File: src/hw/mem_pkg.sv
package mem_pkg;

    // ********************
    // Geometry
    // ********************
    localparam int LINE_BYTES    = 32;              // Also the prefetch stride.
    localparam int ADDR_BITS     = 32;
    localparam int LINE_BITS     = LINE_BYTES * 8;
    localparam int OFFSET_BITS   = $clog2(LINE_BYTES);
    localparam int LINE_NUM_BITS = ADDR_BITS - OFFSET_BITS;

    // One full line of data.
    typedef logic [LINE_BITS-1:0] line_t;

    typedef struct packed {
        logic [LINE_NUM_BITS-1:0] line_num;
        logic [OFFSET_BITS-1:0]   offset;       // Byte within the line.
    } line_addr_t;

    // ********************
    // Port bundles
    // ********************

    // Held by the requester until resp pulses.
    typedef struct packed {
        logic       read;
        logic       write;
        line_addr_t addr;
        line_t      wdata;
    } mem_req_t;

    typedef struct packed {
        logic  resp;                            // One-cycle completion pulse.
        line_t rdata;
    } mem_rsp_t;

endpackage

File: src/hw/pmem_arbiter.sv
`timescale 1ns/100ps

module pmem_arbiter (
    input  logic              clk,
    input  logic              rst,
    input  mem_pkg::mem_req_t req0,
    input  mem_pkg::mem_req_t req1,
    output mem_pkg::mem_rsp_t rsp0,
    output mem_pkg::mem_rsp_t rsp1,
    output mem_pkg::mem_req_t mem_req,
    input  mem_pkg::mem_rsp_t mem_rsp
);

    logic owned;        // A transaction is open.
    logic owner;
    logic prio;         // Port preferred when both ask.
    logic gap;
    logic want0;
    logic want1;
    logic pick;
    logic grant;
    logic active;
    logic sel;

    assign want0 = req0.read || req0.write;
    assign want1 = req1.read || req1.write;

    always_comb begin
        if (want0 && want1) begin
            pick = prio;
        end else begin
            pick = want1;
        end
    end

    // Nothing new is granted in the cycle right after a resp.
    assign grant  = !owned && !gap && (want0 || want1);
    assign active = owned || grant;
    assign sel    = owned ? owner : pick;

    // ********************
    // Mux and steering
    // ********************
    always_comb begin
        mem_req = '0;
        if (active) begin
            mem_req = sel ? req1 : req0;
        end
        rsp0.resp  = mem_rsp.resp && active && !sel;
        rsp0.rdata = mem_rsp.rdata;
        rsp1.resp  = mem_rsp.resp && active && sel;
        rsp1.rdata = mem_rsp.rdata;
    end

    always_ff @(posedge clk) begin
        if (rst) begin
            owned <= 1'b0;
            owner <= 1'b0;
            prio  <= 1'b0;
            gap   <= 1'b0;
        end else begin
            gap <= mem_rsp.resp;
            if (mem_rsp.resp) begin
                owned <= 1'b0;
                prio  <= !owner;           // Rotate to the other side.
            end else if (grant) begin
                owned <= 1'b1;
                owner <= pick;
            end
        end
    end

    // The granted request stays on the memory port until resp.
    assert property (@(posedge clk) disable iff (rst)
        (owned && !mem_rsp.resp) |=> $stable(mem_req))
        else $error("Memory request changed during an open transaction.");

endmodule : pmem_arbiter

File: config.mk
export PLATFORM = sky130hd
export DESIGN_NAME = pmem_arbiter
export DESIGN_NICKNAME = d
export VERILOG_FILES = /design/src/hw/mem_pkg.sv /design/src/hw/pmem_arbiter.sv
export SDC_FILE = /design/constraint.sdc
export NUM_CORES = 1
export LEC_CHECK = 0
export BUFFER_PORTS_ARGS = -buffer_cell sky130_fd_sc_hd__buf_2
export CELL_PAD_IN_SITES_DETAIL_PLACEMENT = 1
export CELL_PAD_IN_SITES_GLOBAL_PLACEMENT = 2
export CORE_AREA = 8 8 632 634
export CTS_CLUSTER_SIZE = 10
export DETAILED_ROUTE_END_ITERATION = 16
export DIE_AREA = 0 0 640 642
export PLACE_DENSITY = 0.33
export SYNTH_ARGS = -nofsm -noshare
export SYNTH_HDL_FRONTEND = slang
export SYNTH_SLANG_ARGS = --single-unit
export TNS_END_PERCENT = 5
File: constraint.sdc
create_clock -name clk -period 4.45 [get_ports clk]
set_clock_uncertainty 0.05 [all_clocks]
set_input_delay 0.6675 -clock clk [delete_from_list [all_inputs] [get_ports clk]]
set_output_delay 0.6675 -clock clk [all_outputs]
set_load 0.03 [all_outputs]
Yosys cells after proc, flatten, opt, wreduce, memory -nomap -nowiden
Cells that the tools add are included.
W data, S select, Z words.
{"block": "classes", "shifts": 0, "eq_ne": 0, "mux": 4, "n_mul": 0, "n_div": 0, "order_cmp": 0, "n_reduce_logical": 16, "addsub": 0, "n_bitwise": 1}
{"op": "$mux W290", "count": 2}
{"op": "$logic_and A1 B1 Y1", "count": 6}
{"op": "$logic_not A1 Y1", "count": 4}
{"op": "$logic_or A1 B1 Y1", "count": 4}
{"op": "$mux W1", "count": 2}
{"op": "$reduce_and A2 Y1", "count": 1}
{"op": "$reduce_or A2 Y1", "count": 1}
{"op": "$not A1 Y1", "count": 1}
{"block": "word_totals", "wordCells": 25, "regBits": 4, "latchBits": 0, "rom_bits": 0, "memories": 0, "mem_bits_rw": 0, "input_bits": 839, "out_inout_bits": 804}

Depth between registers and ports, before layout
{"block": "depth", "word_depth": 6, "depth_mapped": 7, "ltp_nobuf": 3}

Worst setup path before layout
OpenSTA, ideal clock, no wires.
{"block": "synth_timing", "kind": "input to output", "start": "in req0[289] (netlist bit)", "end": "out mem_req[100] (netlist bit)", "path_buffers": 2, "path_stages": 5, "required_time_ns": 3.733, "slack_ns": 1.745, "t_arrival_ns": 1.988, "path_cell_list": "o21bai_1 buf_6 clkbuf_8 nand4b_1 a31oi_1"}
{"element": "from (decl)", "line_no": "pmem_arbiter.sv:6", "text": "input mem_pkg::mem_req_t req0,"}
{"element": "to (decl)", "line_no": "pmem_arbiter.sv:10", "text": "output mem_pkg::mem_req_t mem_req,"}

==> flow_metrics.env <==
export IMPL_hold_viol_final=0
export IMPL_clk_transition_reported_paths_ps=30
export IMPL_combPwrFrac_pct=93.6
export IMPL_ir_drop_mv=0.07297
export IMPL_synth_edff_count=0
export IMPL_syn_nets=2793
export IMPL_initial_core_util_pct=3.406
export IMPL_seqPwrFrac_pct=1.5
export IMPL_worst_skew_pair_late_latency_ps=230
export IMPL_synth_top_area_share_pct=30.70
export IMPL_via_per_inst=2.456
export IMPL_seqCellArea_um2=83.83
export IMPL_worst_slew_pin_slew_ps=1240
export IMPL_rsz0062_at_grt="false"
export IMPL_grt_use_total_pct=10.25
export IMPL_drt_iter0_markers=1336
export IMPL_yosys_warnings=0
export IMPL_intPower_uw=973.1
export IMPL_coreArea_um2=389900
export IMPL_cts_resized=0
export IMPL_drc_errors=0
export IMPL_ys_ff_latch=4
export IMPL_synth_cells=1954
export IMPL_grt_start_max_net_pins=145
export IMPL_fill_cells=47086
export IMPL_final_setup_tns_ps=0
export IMPL_area_growth_pct=49.69
export IMPL_cts_tree="yes"
export IMPL_buffer_ports_inserted=874
export IMPL_worst_setup_path_type="primary input to output port"
export IMPL_fmax_mhz=263.0
export IMPL_grt_pass1_wl_mm=268.1
export IMPL_hp_class="flop to flop"
export IMPL_htree_num_levels=1
export IMPL_multi_input_area_um2=7802
export IMPL_antenna_found_initial=165
export IMPL_setup_viol=0
export IMPL_cp_required_ps=3730
export IMPL_rr_startpoint="prio"
export IMPL_seq_area_frac_synth_pct=0.6030
export IMPL_leakage_uw=0.005518
export IMPL_cts_sinks=4
export IMPL_finalCritPeriodShare_pct=85.45
export IMPL_synthesis_area_um2=13280
export IMPL_clock_root_buffer="clkbuf_16"
export IMPL_crit_slowest_cell="a31oi_1"
export IMPL_hold_start="prio"
export IMPL_synth_async_reset_ratio_pct=0
export IMPL_nets=2970
export IMPL_ys_flop_type="dfxtp_1"
export IMPL_postCtsHoldBufs=0
export IMPL_post_cts_buffers=0
export IMPL_path_cells="buf_2 > or2_4 > buf_12 > nand4b_1 > a31oi_1 > buf_2"
export IMPL_cts_buffers=3
export IMPL_vias=18181
export IMPL_yosysTopAreaCell="buf_4"
export IMPL_total_power_uw=2949
export IMPL_layout_drive_gt1_share_pct=44.79
export IMPL_final_common_cell="buf_2"
export IMPL_gp_congestion=0.8079
export IMPL_p_sw_uw=1975
export IMPL_syn_area_per_cell_um2=6.796
export IMPL_hold_ws_ps=526.3
export IMPL_p_per_area_nw_per_um2=148.3
export IMPL_num_io_pins=1643
export IMPL_route_detailed_wl_per_inst_um=30.34
export IMPL_critPathMaxStageDelay_ps=520
export IMPL_dieArea_um2=410900
export IMPL_cap_violations=0
export IMPL_status="completed"
export IMPL_overflow=0
export IMPL_drv_slew=0
export IMPL_die_y_um=642
export IMPL_first_global_vias=18002
export IMPL_endpoint_kind="output port"
export IMPL_final_util_pct=5.098
export IMPL_crit_top_cell="buf_2"
export IMPL_fin_crit_ps=3803
export IMPL_synthDistinctLibCells=27
export IMPL_final_cell_mix="buf_2 (873), o211ai_1 (290), nand4b_1 (288), nand2_1 (288), a31oi_1 (288)"
export IMPL_die_x_um=640
export IMPL_wl_mm=224.6
export IMPL_p_sw_share_pct=67.00
export IMPL_place_hpwl_mm=198.1
export IMPL_yosys_top_cells_area="buf_4 (31%), nand4b_1 (19%), o211ai_1 (16%)"
export IMPL_arrival_ps=3090
export IMPL_critPathLaunch="req1[289]"
export IMPL_ant_nets=0
export IMPL_crit_path_start_kind="primary input"
export IMPL_p_clk_share_pct=4.9
export IMPL_drtPass1Iterations=7
export IMPL_rows=230
export IMPL_clockBufferDepth=2
export IMPL_crit_fanout=88
export IMPL_slew_headroom_pct=17.35
==> layer usage <==
layer / track usage (%) / share of wire (%) / vias to the layer above
met3: 9.420 / 20 / 449
met5: 1.180 / 0.61 / -
li1: - / - / 7299
met1: 8.992 / 30 / 8726
met4: 1.753 / 2.4 / 136
met2: 17.37 / 47 / 1571
==> stage by stage <==
step	instances	setup WS [ps]	cell area, µm²
2_1_floorplan	1954	1745	13280
3_3_place_gp	7346	619.5	19670
3_5_place_dp	7346	647.3	19670
4_1_cts	7350	638.6	19750
5_1_grt	7386	627.6	19840
6_report	7403	647.3	19880
==> final timing paths <==
path                        to  slack, ps  cells past startpoint
setup reg to reg         owner       3070                      5
hold reg to reg           prio        530                      2
setup / recovery  mem_req[189]        650                      6
hold / removal            prio        530                      2
==> kinds of logic after synthesis <==
logic type | count (synthesis) | synth area share, %
buffers and inverters | 770 | 41.00
AND/OR/NAND/NOR | 592 | 27.90
AO/OA/AOI/OAI | 588 | 30.50
flip-flops | 4 | 0.6030
==> worst max-delay path: cells and delay by family <==
family	cells	cell delay, ps
compound gates	1	520
simple gates	2	620
buf+inv	3	1040
==> cell usage after synthesis, drive strengths merged, types with 2 or more instances <==
cell	n
nor3	2
nand3b	2
o21bai	2
buf	680
o21ba	2
clkbuf	90
a21oi	3
o211ai	290
nand4b	288
a31oi	288
nand2	289
nand3	3
dfxtp	4
==> state kept, by name (all words and copies together) (netlist names) <==
name   count
owned      1
owner      1
gap        1
prio       1
==> power by group through the flow <==
stage	logic, µW	clock network (µW)	registers [µW]
floorplan	2450	0	40.3
global placement	2820	0	45.2
detailed placement	2820	0	45.0
CTS	2830	148	44.6
global route	2910	152	45.0
finish	2760	145	44.6
==> cell type report <==
| cell class | instances | share of cell area [%] |
|---|---|---|
| Multi-Input combinational cell | 1180 | 39.25 |
| Tap cell | 5220 | 32.85 |
| Timing Repair Buffer | 942 | 26.41 |
| Antenna cell | 53 | 0.6672 |
| Sequential cell | 4 | 0.4217 |
| Clock buffer | 4 | 0.3965 |
Note: power is estimated with default switching activity, not from simulation.
