[config.mk]
export PLATFORM = sky130hd
export DESIGN_NAME = line_prefetcher
export DESIGN_NICKNAME = d
export VERILOG_FILES = /design/src/hw/mem_pkg.sv /design/src/hw/line_prefetcher.sv
export SDC_FILE = /design/constraint.sdc
export NUM_CORES = 1
export LEC_CHECK = 0
export ABC_CLOCK_PERIOD_IN_PS = 16700
export BUFFER_PORTS_ARGS = -buffer_cell sky130_fd_sc_hd__buf_2
export CAP_MARGIN = 20
export CORE_AREA = 4 4 534 536
export DETAILED_ROUTE_END_ITERATION = 6
export DIE_AREA = 0 0 538 540
export PLACE_DENSITY = 0.3
export SKIP_LAST_GASP = 1
export SYNTH_ARGS = -nofsm -noshare
export SYNTH_HDL_FRONTEND = slang
export SYNTH_SLANG_ARGS = --single-unit
[constraint.sdc]
create_clock -name clk -period 16.7 [get_ports clk]
set_clock_uncertainty 0.2 [all_clocks]
set_input_delay 3.34 -clock clk [delete_from_list [all_inputs] [get_ports clk]]
set_output_delay 3.34 -clock clk [all_outputs]
set_load 0.05 [all_outputs]
[src/hw/mem_pkg.sv]
package mem_pkg;

    // ********************
    // Geometry
    // ********************
    localparam int LINE_BYTES    = 32;              // Also the prefetch stride.
    localparam int ADDR_BITS     = 32;
    localparam int LINE_BITS     = LINE_BYTES * 8;
    localparam int OFFSET_BITS   = $clog2(LINE_BYTES);
    localparam int LINE_NUM_BITS = ADDR_BITS - OFFSET_BITS;

    // One full line of data.
    typedef logic [LINE_BITS-1:0] line_t;

    typedef struct packed {
        logic [LINE_NUM_BITS-1:0] line_num;
        logic [OFFSET_BITS-1:0]   offset;       // Byte within the line.
    } line_addr_t;

    // ********************
    // Port bundles
    // ********************

    // Held by the requester until resp pulses.
    typedef struct packed {
        logic       read;
        logic       write;
        line_addr_t addr;
        line_t      wdata;
    } mem_req_t;

    typedef struct packed {
        logic  resp;                            // One-cycle completion pulse.
        line_t rdata;
    } mem_rsp_t;

endpackage

[src/hw/line_prefetcher.sv]
`timescale 1ns/100ps

module line_prefetcher (
    input  logic              clk,
    input  logic              rst,
    input  mem_pkg::mem_req_t l1_req,
    output mem_pkg::mem_rsp_t l1_rsp,
    output mem_pkg::mem_req_t pf_req,
    input  mem_pkg::mem_rsp_t pf_rsp,
    input  mem_pkg::mem_req_t snoop
);

    import mem_pkg::*;

    typedef enum logic [1:0] {
        IDLE,
        HIT,
        PREFETCH
    } state_t;

    state_t state, next_state;

    logic                     buf_valid;
    logic [LINE_NUM_BITS-1:0] buf_line;
    line_t                    buf_data;
    logic [LINE_NUM_BITS-1:0] pf_line;     // Line being fetched in PREFETCH.
    logic                     pf_stale;
    logic                     hit_done;
    line_addr_t               next_addr;
    logic                     snoop_buf;
    logic                     snoop_pf;
    logic                     buf_hit;
    logic                     fill;

    assign next_addr = line_addr_t'(l1_req.addr + 32'(LINE_BYTES));
    assign snoop_buf = snoop.write && (snoop.addr.line_num == buf_line);
    assign snoop_pf  = snoop.write && (snoop.addr.line_num == pf_line);
    assign buf_hit   = buf_valid && !snoop_buf && (l1_req.addr.line_num == buf_line);
    assign fill      = (state == PREFETCH) && pf_rsp.resp;

    // ********************
    // Request steering
    // ********************
    always_comb begin
        pf_req       = '0;
        l1_rsp.resp  = 1'b0;
        l1_rsp.rdata = buf_data;
        next_state   = state;
        case (state)
            IDLE: begin
                // A read held over from a hit is not taken again.
                if (l1_req.read && !hit_done) begin
                    if (buf_hit) begin
                        next_state = HIT;
                    end else begin
                        pf_req       = l1_req;
                        pf_req.write = 1'b0;
                        l1_rsp.resp  = pf_rsp.resp;
                        l1_rsp.rdata = pf_rsp.rdata;
                        if (pf_rsp.resp) begin
                            next_state = PREFETCH;
                        end
                    end
                end
            end
            HIT: begin
                l1_rsp.resp = 1'b1;         // Served from the buffer.
                next_state  = IDLE;
            end
            PREFETCH: begin
                pf_req.read          = 1'b1;
                pf_req.addr.line_num = pf_line;
                if (pf_rsp.resp) begin
                    next_state = IDLE;
                end
            end
            default: begin
                next_state = IDLE;
            end
        endcase
    end

    always_ff @(posedge clk) begin
        if (rst) begin
            state     <= IDLE;
            buf_valid <= 1'b0;
            pf_stale  <= 1'b0;
            hit_done  <= 1'b0;
        end else begin
            state    <= next_state;
            hit_done <= (state == HIT);
            if (snoop_buf) begin
                buf_valid <= 1'b0;
            end
            if (fill) begin
                buf_valid <= !pf_stale && !snoop_pf;   // Drop a fill made stale by a write.
            end
            if (state == IDLE && next_state == PREFETCH) begin
                pf_stale <= 1'b0;
            end else if (state == PREFETCH && snoop_pf) begin
                pf_stale <= 1'b1;
            end
        end
    end

    always_ff @(posedge clk) begin
        if (state == IDLE && next_state == PREFETCH) begin
            pf_line <= next_addr.line_num;
        end
        if (fill) begin
            buf_line <= pf_line;
            buf_data <= pf_rsp.rdata;
        end
    end

    assert property (@(posedge clk) disable iff (rst) l1_rsp.resp |-> l1_req.read)
        else $error("Instruction resp raised with no read pending.");

endmodule : line_prefetcher

; ---- Word level (Yosys, flattened, before mapping)
; Index checks and enable logic that the tools add are counted.
[classes]
bitwise_logic = 0
mux = 17
n_mul = 0
n_shift = 0
order_cmp = 0
n_div = 0
reduce_logical = 16
add_sub_neg = 1
n_eq_ne = 6
[ops]
columns = op, count
row1 = $mux W290, 2
row2 = $mux W257, 2
row3 = $mux W261, 1
row4 = $mux W256, 1
row5 = $eq A27 B27 Y1, 3
row6 = $pmux W27 S2, 1
row7 = $add A32 B6 Y32 const B, 1
row8 = $logic_and A1 B1 Y1, 9
row9 = $mux W2, 4
row10 = $eq A2 B2 Y1 const B, 2
row11 = $logic_not A1 Y1, 4
row12 = $pmux W1 S2, 2
row13 = $pmux W2 S2, 1
row14 = $mux W1, 3
row15 = $eq A2 B1 Y1 const B, 1
row16 = $logic_not A2 Y1, 1
row17 = $reduce_bool A2 Y1, 1
row18 = $reduce_or A2 Y1, 1
[totals]
ff_bits = 315
ram_bits = 0
mem_count = 0
latchBits = 0
romBits = 0
input_bits = 839
elab_cells = 47

; ---- Longest topological paths before layout
; Gate-level depths: netlist of run 1.
[depth]
ltp_word = 11
mapped_depth = 10
ltp_nobuf = 6

; ---- Worst setup path after synthesis of run 1
; No wires, ideal clock.
[synth_path]
kind = input port to flip-flop
from = input pf_rsp[256] in the netlist's numbering
to = register buf_data[0] (enable)
slack_ns = 6.983
t_required_ns = 15.866
path_stages = 2
path_buffers = 0
arrival_time_ns = 8.882
setup_ns = 0.634
path_cell_list = nand2_1 inv_1
[synth_between]
elab_chain_len = 1
[synth_rtl]
columns = item, line_no
row1 = from (decl), line_prefetcher.sv:9  ; input mem_pkg::mem_rsp_t pf_rsp,
row2 = $logic_and A1 B1 Y1, line_prefetcher.sv:39  ; assign fill = (state == PREFETCH) && pf_rsp.resp;
row3 = net fill, line_prefetcher.sv:33  ; logic fill;
row4 = to (signal assigned), line_prefetcher.sv:112  ; buf_data <= pf_rsp.rdata;
row5 = to (decl), line_prefetcher.sv:25  ; line_t buf_data;
; The timed path passes the listed nets, and every way through them passes these cells.
; A chain may end at the register's enable or synchronous reset.

==> results of run 1 <==
==> worst register-to-register path, stage by stage, from the launching register on <==
cell	delay (ns)
dfxtp_1	0.37
inv_1	0.10
nor2_4	0.73
nand2_1	0.35
inv_8	0.62
buf_4	0.74
buf_4	0.68
buf_4	0.75
==> logic make-up after synthesis <==
group | after synthesis
muxes | 256
other | 1
AOI/OAI and AO/OA | 32
and+or+nand+nor | 339
xor gates and xnor gates | 106
DFF | 315
buffers and inverters | 103
adders and majority gates | 1
==> cell usage in the layout (no fill, tap or decap), types with 4 or more instances in the layout <==
master and instances:
nor2_1 6, nor4_1 8, buf_2 1121, nand3_1 8, inv_1 4, clkinv_2 5, and2_1 4, nand4_1 20
and4_1 4, and3_1 266, clkbuf_1 16, nand2_1 10, diode_2 74, bufinv_16 4, mux2_4 230, clkbuf_16 48
edfxtp_1 310, xnor2_1 70, clkinv_1 7, nor3_1 4, mux2_2 24, a22o_1 27, xor2_1 36, dfxtp_1 5
buf_4 11
==> report_power, final <==
| part | switching, mW | internal [mW] |
|---|---|---|
| combinational | 0.562 | 0.214 |
| clock | 0.428 | 0.603 |
| sequential | 0.00881 | 0.893 |
| total | 0.998 | 1.71 |
==> cell type report <==
type                    instances  area [µm²]
fillers                     32400      252000
flip-flops and latches        315        9410
multi-input cells             735        7070
repair buffers               1135        5760
well taps                    3743        4680
clock buffers                  66        1290
clock inverters                23         249
diodes                         74         185
inverters                       5        26.3
==> routing by layer <==
metal	vias up	global-route usage, %
met5	-	0
met4	88	4.52
met1	7469	9.41
met2	955	17.5
li1	6664	-
met3	333	3.80
==> metrics by stage <==
stage | area (µm²) | std cells
floorplan | 17100 | 1153
global placement | 26900 | 5932
detailed placement | 26900 | 5932
CTS | 28500 | 6021
global route | 28600 | 6075
finish | 28700 | 6096
==> sequential cells by signal, summed over array words and instances, names as in the netlist <==
| name | cells |
|---|---|
| pf_stale | 1 |
| buf_data | 256 |
| state | 2 |
| hit_done | 1 |
| pf_line | 27 |
| buf_valid | 1 |
| buf_line | 27 |
==> worst max path at each step <==
stage | to | slack, ns | cells past startpoint
2_1_floorplan | buf_data[0] | 6.98 | 2
4_1_cts | l1_rsp[37] | 5.01 | 10
3_5_place_dp | l1_rsp[37] | 5.03 | 10
5_1_grt | l1_rsp[37] | 4.89 | 10
6_report | l1_rsp[37] | 5.07 | 10
3_3_place_gp | l1_rsp[37] | 5.04 | 10
==> results.json, run 1 <==
{
  "status": "finished clean",
  "wl_per_cell_um": 24.2,
  "place.port_buffers": 1121,
  "syn-num-nets": 1993,
  "fin_setup_tns_ns": 0,
  "cts_buffers": 48,
  "route.met2.wl_um": 75200,
  "worst_r2r_endpoint": "buf_data[74]",
  "synth_fa_ha_area_share_pct": 0.0734,
  "synth_area_mm2": 0.0171,
  "yosys.area.top_type": "edfxtp_1",
  "netlist-cell-type-count": 33,
  "grt_pass1_vias": 15800,
  "worst-path-buf-inv": 4,
  "clk_latency_ns": 0.64,
  "avgSynthCellArea_um2": 14.8,
  "core-area_mm2": 0.281,
  "synth_most_common_cell": "edfxtp_1",
  "dieArea_mm2": 0.291,
  "hpwl_um": 128000,
  "vias": 15500,
  "path_delay_family": "buffers and inverters",
  "crit_required_ns": 13.16,
  "hold_viol": 0,
  "hold_path_end": "hit_done",
  "synthArstFlopShare_pct": 0,
  "cts_tree": "done",
  "timing_worst_setup_path_type": "in -> out",
  "crit_fanout": 101,
  "h-tree-depth": 2,
  "yosys.area_share.xor_xnor_pct": 5.44,
  "synthCells": 1153,
  "grt_start_max_net_pins": 111,
  "cts_resized": 0,
  "leakage_nw": 12.3,
  "period_minus_slack_ns": 11.63,
  "slowest_delay_ns": 0.64,
  "dr.pass1.iters": 5,
  "grt_pass1_wl_um": 181000,
  "drt_iter0_markers": 820,
  "synthFlopType": "edfxtp_1",
  "hold_path_class": "reg -> reg",
  "rrSetupSlack_ns": 11.73,
  "clk_path_buf_depth": 3,
  "synthMuxAreaShare_pct": 22.0,
  "hold-path-cell-count": 1,
  "synthToLayoutAreaGrowth_pct": 68.1,
  "drive_gt1_share_pct": 64.2,
  "yosys.area_share.simple_pct": 12.2,
  "setup_ws_ns": 5.07,
  "cts_setup_buffers": 0,
  "gp_congestion": 0.953,
  "synth-seq-area-share_pct": 55.2,
  "wl_um": 148000,
  "synth_top_area_share_pct": 54.6,
  "timing.final.crit_share_pct": 69.6,
  "clkTransAtPathRegs_ns": 0.06,
  "start_util_pct": 6.07,
  "cts-root-buf": "clkbuf_16",
  "ys_warn_count": 0,
  "crit_start": "snoop[274]",
  "vias_per_cell": 2.54,
  "r2r-start": "state[1]",
  "chipHeight_um": 540,
  "critPathArrivalTime_ns": 8.09,
  "drv_slew": 0,
  "hold_slack_ns": 0.278,
  "slew_headroom_pct": 27.3,
  "track_usage_pct": 9.60,
  "cts.sinks": 315,
  "num_io_pins": 1386,
  "overflow": 0,
  "total_power_mw": 2.71,
  "irDropWorstVdd_uv": 69.9,
  "synth_compound_area_share_pct": 1.60,
  "antenna_found_initial": 157,
  "synthTopCellsByCount": "310 x edfxtp_1, 267 x and3_1, 230 x mux2_4, 70 x xnor2_1, 62 x clkbuf_1",
  "tightest_slew_ns": 1.09,
  "dr_wl_met3_um": 15400,
  "hold_buffers": 0,
  "crit_slowest_cell": "xnor2_1",
  "synth_top_family_by_area": "multiplexers",
  "rows": 195,
  "die-width_um": 538,
  "setup_viol": 0,
  "min_from": "state[1]",
  "synth_edf_count": 310,
  "dpl_worst_slack_ns": 5.03,
  "powerDensity_mw_per_mm2": 94.5,
  "crit_chain": "buf_2 > xnor2_1 > nand4_1 > nor4_1 > a211o_4 > and2_4 > buf_12 > buf_12 > mux2_4 > buf_2",
  "final_nets": 3080,
  "worstRegToRegCells": 7,
  "drt-met1-wl_um": 48900,
  "worstSetupEndpointType": "primary output",
  "synth_seq_cells": 315,
  "antenna_left": 0,
  "synthTopCellsByArea": "edfxtp_1 55%, mux2_4 20%, and3_1 9.8%",
  "rsz0062_at_grt": "false",
  "drc": 0,
  "start_kind": "input pin",
  "maxCapViolCount": 0,
  "post-route-util_pct": 10.2,
  "top_layer_used": "met5",
  "fmax_mhz": 86.0
}
No activity file was read; power rests on OpenSTA's default activity.
==> run 2, diff against run 1 <==
Settings changed: ABC_CLOCK_PERIOD_IN_PS 16700 to 9530.
Clock period 16.7 ns to 9.53 ns, I/O delays scaled along.
==> run 2 against run 1 <==
Via count rose by 0.88%. Combinational power rose by 75%. Sequential power rose by 75%. Sequential share of layout area fell by 0.061 points. Clock-buffer cell count fell by 5. Total power rose by 76%. Die area did not move. Register-to-register slack got worse by 5.9 ns. Critical path type unchanged. Non-clock buffer count rose by 1. Critical path depth fell by 1.
==> results.json, run 2 (synthesized netlist as in run 1, its figures left out) <==
{
  "slowest_delay_ns": 0.62,
  "place.port_buffers": 1121,
  "cts_resized": 0,
  "crit_fanout": 31,
  "vias_per_cell": 2.57,
  "slew_headroom_pct": 11.5,
  "timing.final.crit_share_pct": 80.7,
  "drc": 0,
  "drv_slew": 0,
  "start_util_pct": 6.07,
  "rrSetupSlack_ns": 5.84,
  "fmax_mhz": 130,
  "powerDensity_mw_per_mm2": 166,
  "chipHeight_um": 540,
  "rsz0062_at_grt": "false",
  "rows": 195,
  "worstSetupEndpointType": "primary output",
  "die-width_um": 538,
  "drive_gt1_share_pct": 64.3,
  "multi_input_area_mm2": 0.00707,
  "setup_viol": 0,
  "worst-path-buf-inv": 3,
  "cpMostUsedCell": "buf_2",
  "tightest_slew_ns": 1.33,
  "dr_wl_met3_um": 15300,
  "period_minus_slack_ns": 7.69,
  "track_usage_pct": 9.62,
  "irDropWorstVdd_uv": 132,
  "grt_pass1_vias": 15700,
  "cts_tree": "done",
  "largest_register": "buf_data",
  "route.met2.wl_um": 75000,
  "leakage_nw": 12.3,
  "placed_area_mm2": 0.0270,
  "hold_buffers": 0,
  "fillCellCount": 32400,
  "grt_start_max_net_pins": 253,
  "clk_path_buf_depth": 3,
  "cts.sinks": 315,
  "crit_slowest_cell": "xnor2_1",
  "crit_required_ns": 7.42,
  "dr.pass1.iters": 5,
  "largest_registers": "buf_data x256, buf_line x27, pf_line x27",
  "num_io_pins": 1386,
  "cts_setup_buffers": 0,
  "status": "finished clean",
  "antenna_found_initial": 157,
  "drt_iter0_markers": 910,
  "hold_viol": 0,
  "fin_setup_tns_ns": 0,
  "final_common_cell": "buf_2",
  "synthToLayoutAreaGrowth_pct": 68.4,
  "clkTransAtPathRegs_ns": 0.05,
  "wl_um": 148000,
  "gp_congestion": 0.979,
  "vias": 15600,
  "hold_slack_ns": 0.272,
  "hold_path_class": "reg -> reg",
  "wl_per_cell_um": 24.3,
  "final_cell_mix": "1121 x buf_2, 310 x edfxtp_1, 266 x and3_1",
  "largest_reg_flops": 256,
  "drt-met1-wl_um": 49900,
  "grt_pass1_wl_um": 181000,
  "clk_latency_ns": 0.66,
  "finish.instance_area_mm2": 0.0287,
  "core-area_mm2": 0.281,
  "dieArea_mm2": 0.291,
  "top_layer_used": "met5",
  "cts_buffers": 49,
  "crit_chain": "buf_2 > xnor2_1 > nand4_1 > nor4_1 > a211o_4 > and2_4 > buf_4 > mux2_4 > buf_2",
  "start_kind": "input pin",
  "overflow": 0,
  "antenna_left": 0,
  "timing_worst_setup_path_type": "in -> out",
  "critPathArrivalTime_ns": 5.58,
  "maxCapViolCount": 0,
  "total_power_mw": 4.76,
  "hpwl_um": 128000,
  "h-tree-depth": 2,
  "final_nets": 3082,
  "path_delay_family": "simple AND/OR/NAND/NOR gates",
  "regArea_mm2": 0.00941,
  "cts-root-buf": "clkbuf_16"
}
run 2: changes by cell type in the layout (fill, tap and decap cells not counted), moves of 2 or more:
cell / before / now
clkinv_4: 1 / 3
buf_12: 2 / 5
clkinv_2: 5 / 9
clkbuf_8: 2 / 0
buf_4: 11 / 9
diode_2: 74 / 60
clkinvlp_4: 2 / 0
clkbuf_1: 16 / 12
run 2: metal layers:
layer,vias to the layer above,track usage (%)
met5,-,0
met1,7529,9.44
met3,348,3.98
met4,82,3.79
met2,1041,17.8
li1,6645,-
run 2: stage by stage:
stage | setup slack [ns] | instances | util [%]
2_1_floorplan | 1.25 | 1153 | -
3_3_place_gp | 1.78 | 5933 | 9.60
3_5_place_dp | 1.77 | 5933 | 9.60
4_1_cts | 1.76 | 6024 | 10.2
5_1_grt | 1.67 | 6064 | 10.2
6_report | 1.84 | 6085 | 10.2
run 2: power by group:
| part | switching (mW) | total [mW] | leakage (nW) | internal [mW] |
|---|---|---|---|---|
| Sequential | 0.0156 | 1.58 | 2.87 | 1.57 |
| Clock | 0.765 | 1.83 | 0.774 | 1.06 |
| Combinational | 0.982 | 1.36 | 8.67 | 0.375 |
run 2: worst register-to-register path, delay by kind of cell, from the launching register on:
kind	cells	cell delay [ns]
simple gates	2	1.13
flops	1	0.36
buf+inv	3	1.55
run 2: worst paths after layout:
| path | from | cells past startpoint | end |
|---|---|---|---|
| setup / recovery | snoop[274] | 9 | l1_rsp[199] |
| hold / removal | state[1] | 1 | hit_done |
| setup reg to reg | state[1] | 5 | buf_data[197] |
| hold reg to reg | state[1] | 1 | hit_done |
run 2: area by class of cell:
class                      count  share of cell area, %
timing repair buffer        1136                   20.2
tap                         3743                   16.3
antenna                       60                  0.523
multi-input combinational    735                   24.6
clock inverter                30                   1.08
clock buffer                  61                   4.43
sequential                   315                   32.8
inverter                       5                 0.0915
==> run 3, diff against run 2 <==
Settings changed: ABC_AREA from default to 1, ABC_CLOCK_PERIOD_IN_PS 9530 to 7500, CORE_AREA 4 4 534 536 to 4 4 541 543, DIE_AREA 0 0 538 540 to 0 0 545 547.
Clock period 9.53 ns to 7.5 ns, I/O delays scaled along.
==> run 3 against run 2 <==
Utilization decreased by 0.086 points. Combinational power increased by 31%. Cell count increased by 17%. Largest cell class unchanged. Final area increased by 1.6%. Total power increased by 25%. Sequential power increased by 27%. Critical endpoint is now l1_rsp[230]. Critical path depth increased by 4. Non-clock buffer count increased by 48. Die area increased by 2.6%. Clock-buffer cell count increased by 3.
==> results.json, run 3 <==
{
  "powerDensity_mw_per_mm2": 205,
  "place.port_buffers": 1121,
  "synthTopCellsByArea": "edfxtp_1 54%, nand2_1 15%, nand3_1 7.9%",
  "synthTopCellsByCount": "676 x nand2_1, 353 x inv_1, 317 x nor2_1, 310 x edfxtp_1, 273 x nand3_1",
  "yosys.area.top_type": "edfxtp_1",
  "rsz0062_at_grt": "false",
  "final_nets": 4132,
  "final_cell_mix": "1121 x buf_2, 675 x nand2_1, 353 x inv_1",
  "synth_edf_count": 310,
  "cts_setup_buffers": 0,
  "hold_buffers": 0,
  "synth-seq-area-share_pct": 54.3,
  "rows": 197,
  "fmax_mhz": 163,
  "drv_slew": 0,
  "cts_tree": "done",
  "netlist-cell-type-count": 28,
  "dpl_worst_slack_ns": 1.21,
  "yosys.area_share.simple_pct": 30.1,
  "setup_viol": 0,
  "largest_registers": "buf_data x256, buf_line x27, pf_line x27",
  "hold_slack_ns": 0.248,
  "largest_register": "buf_data",
  "num_io_pins": 1386,
  "maxCapViolCount": 0,
  "crit_required_ns": 5.80,
  "fin_setup_tns_ns": 0,
  "timing_worst_setup_path_type": "in -> out",
  "grt_pass1_wl_um": 190000,
  "yosys.area_share.xor_xnor_pct": 2.53,
  "cts.sinks": 315,
  "timing.final.crit_share_pct": 81.9,
  "syn-num-nets": 3020,
  "core-area_mm2": 0.288,
  "gp_congestion": 0.829,
  "wl_um": 151000,
  "h-tree-depth": 2,
  "drt_iter0_markers": 1188,
  "hold_path_class": "reg -> reg",
  "synth_compound_area_share_pct": 1.74,
  "irDropWorstVdd_uv": 170,
  "final_common_cell": "buf_2",
  "critPathArrivalTime_ns": 4.44,
  "synth_area_mm2": 0.0173,
  "rrSetupSlack_ns": 3.56,
  "status": "finished clean",
  "drive_gt1_share_pct": 37.6,
  "overflow": 0,
  "antenna_found_initial": 116,
  "dr.pass1.iters": 6,
  "clkTransAtPathRegs_ns": 0.04,
  "track_usage_pct": 9.54,
  "clk_path_buf_depth": 3,
  "tightest_slew_ns": 1.17,
  "start_kind": "input pin",
  "finalNonFillerCells": 7133,
  "slew_headroom_pct": 22.3,
  "synth_top_area_share_pct": 53.7,
  "hold_viol": 0,
  "clk_latency_ns": 0.64,
  "vias_per_cell": 2.75,
  "synthCells": 2180,
  "synth_seq_cells": 315,
  "chipHeight_um": 547,
  "synthMuxAreaShare_pct": 0,
  "dpl.cell_count": 7026,
  "synth_most_common_cell": "nand2_1",
  "crit_fanout": 56,
  "synth_fa_ha_area_share_pct": 0.0722,
  "cts_buffers": 45,
  "vias": 19600,
  "synthToLayoutAreaGrowth_pct": 68.5,
  "grt_start_max_net_pins": 140,
  "avgSynthCellArea_um2": 7.94,
  "synthFlopType": "edfxtp_1",
  "drc": 0,
  "wl_per_cell_um": 21.2,
  "dieArea_mm2": 0.298,
  "leakage_nw": 14.0,
  "largest_reg_flops": 256,
  "start_util_pct": 6.02,
  "hpwl_um": 128000,
  "cts_resized": 0,
  "synthArstFlopShare_pct": 0,
  "worstSetupEndpointType": "primary output",
  "ys_warn_count": 0,
  "period_minus_slack_ns": 6.14,
  "cts-root-buf": "clkbuf_16",
  "synth_top_family_by_area": "simple AND/OR/NAND/NOR gates",
  "grt_pass1_vias": 19600,
  "antenna_left": 0,
  "die-width_um": 545,
  "setup_ws_ns": 1.36
}
run 3: final timing paths:
| path | startpoint | end | cells past startpoint |
|---|---|---|---|
| max | snoop[279] | l1_rsp[230] | 13 |
| min | pf_line[24] | buf_line[24] | 0 |
| max reg2reg | state[1] | buf_data[108] | 7 |
| min reg2reg | pf_line[24] | buf_line[24] | 0 |
run 3: area by class of cell:
class / count / area [µm²]
Multi-Input combinational cell: 1391 / 6010
Sequential cell: 315 / 9410
Inverter: 355 / 1330
Clock buffer: 64 / 1230
Timing Repair Buffer: 1184 / 6210
Clock inverter: 15 / 191
Fill cell: 33600 / 258000
Tap cell: 3781 / 4730
Antenna cell: 28 / 70.1
run 3: power breakdown:
part	internal, mW	total, mW	switching [mW]
sequential	1.99	2.00	0.0162
combinational	0.386	1.78	1.40
clock	1.25	2.18	0.935
run 3: cell families after synthesis:
| family | Yosys count |
|---|---|
| buf+inv | 474 |
| compound gates | 52 |
| flops | 315 |
| simple gates | 1287 |
| xor+xnor | 50 |
| fa+ha+maj | 1 |
| other cells | 1 |
run 3: critical path, stage by stage:
cell and delay, ns:
buf_2 0.14, xnor2_1 0.15, nand2_1 0.09, nor2_1 0.19, nand2_1 0.09, nor2_1 0.10
nand2_1 0.11, nand3_4 0.20, buf_4 0.51, buf_4 0.64, nand3_1 0.13, nand2_1 0.19
buf_2 0.29
run 3: routing by layer:
metal	share of wire, %	wire [µm]	GRT usage, %
met5	0.23	343	0
met4	2.6	3870	2.22
met3	8.2	12400	2.84
met2	53	79900	18.6
met1	36	54300	9.86
run 3: through the flow:
stage / cell area (µm²) / total power [mW] / util [%]
floorplan: 17300 / 3.12 / -
global placement: 27700 / 3.87 / 9.63
detailed placement: 27700 / 3.87 / 9.63
CTS: 29100 / 6.16 / 10.1
global route: 29100 / 6.26 / 10.1
finish: 29200 / 5.97 / 10.1
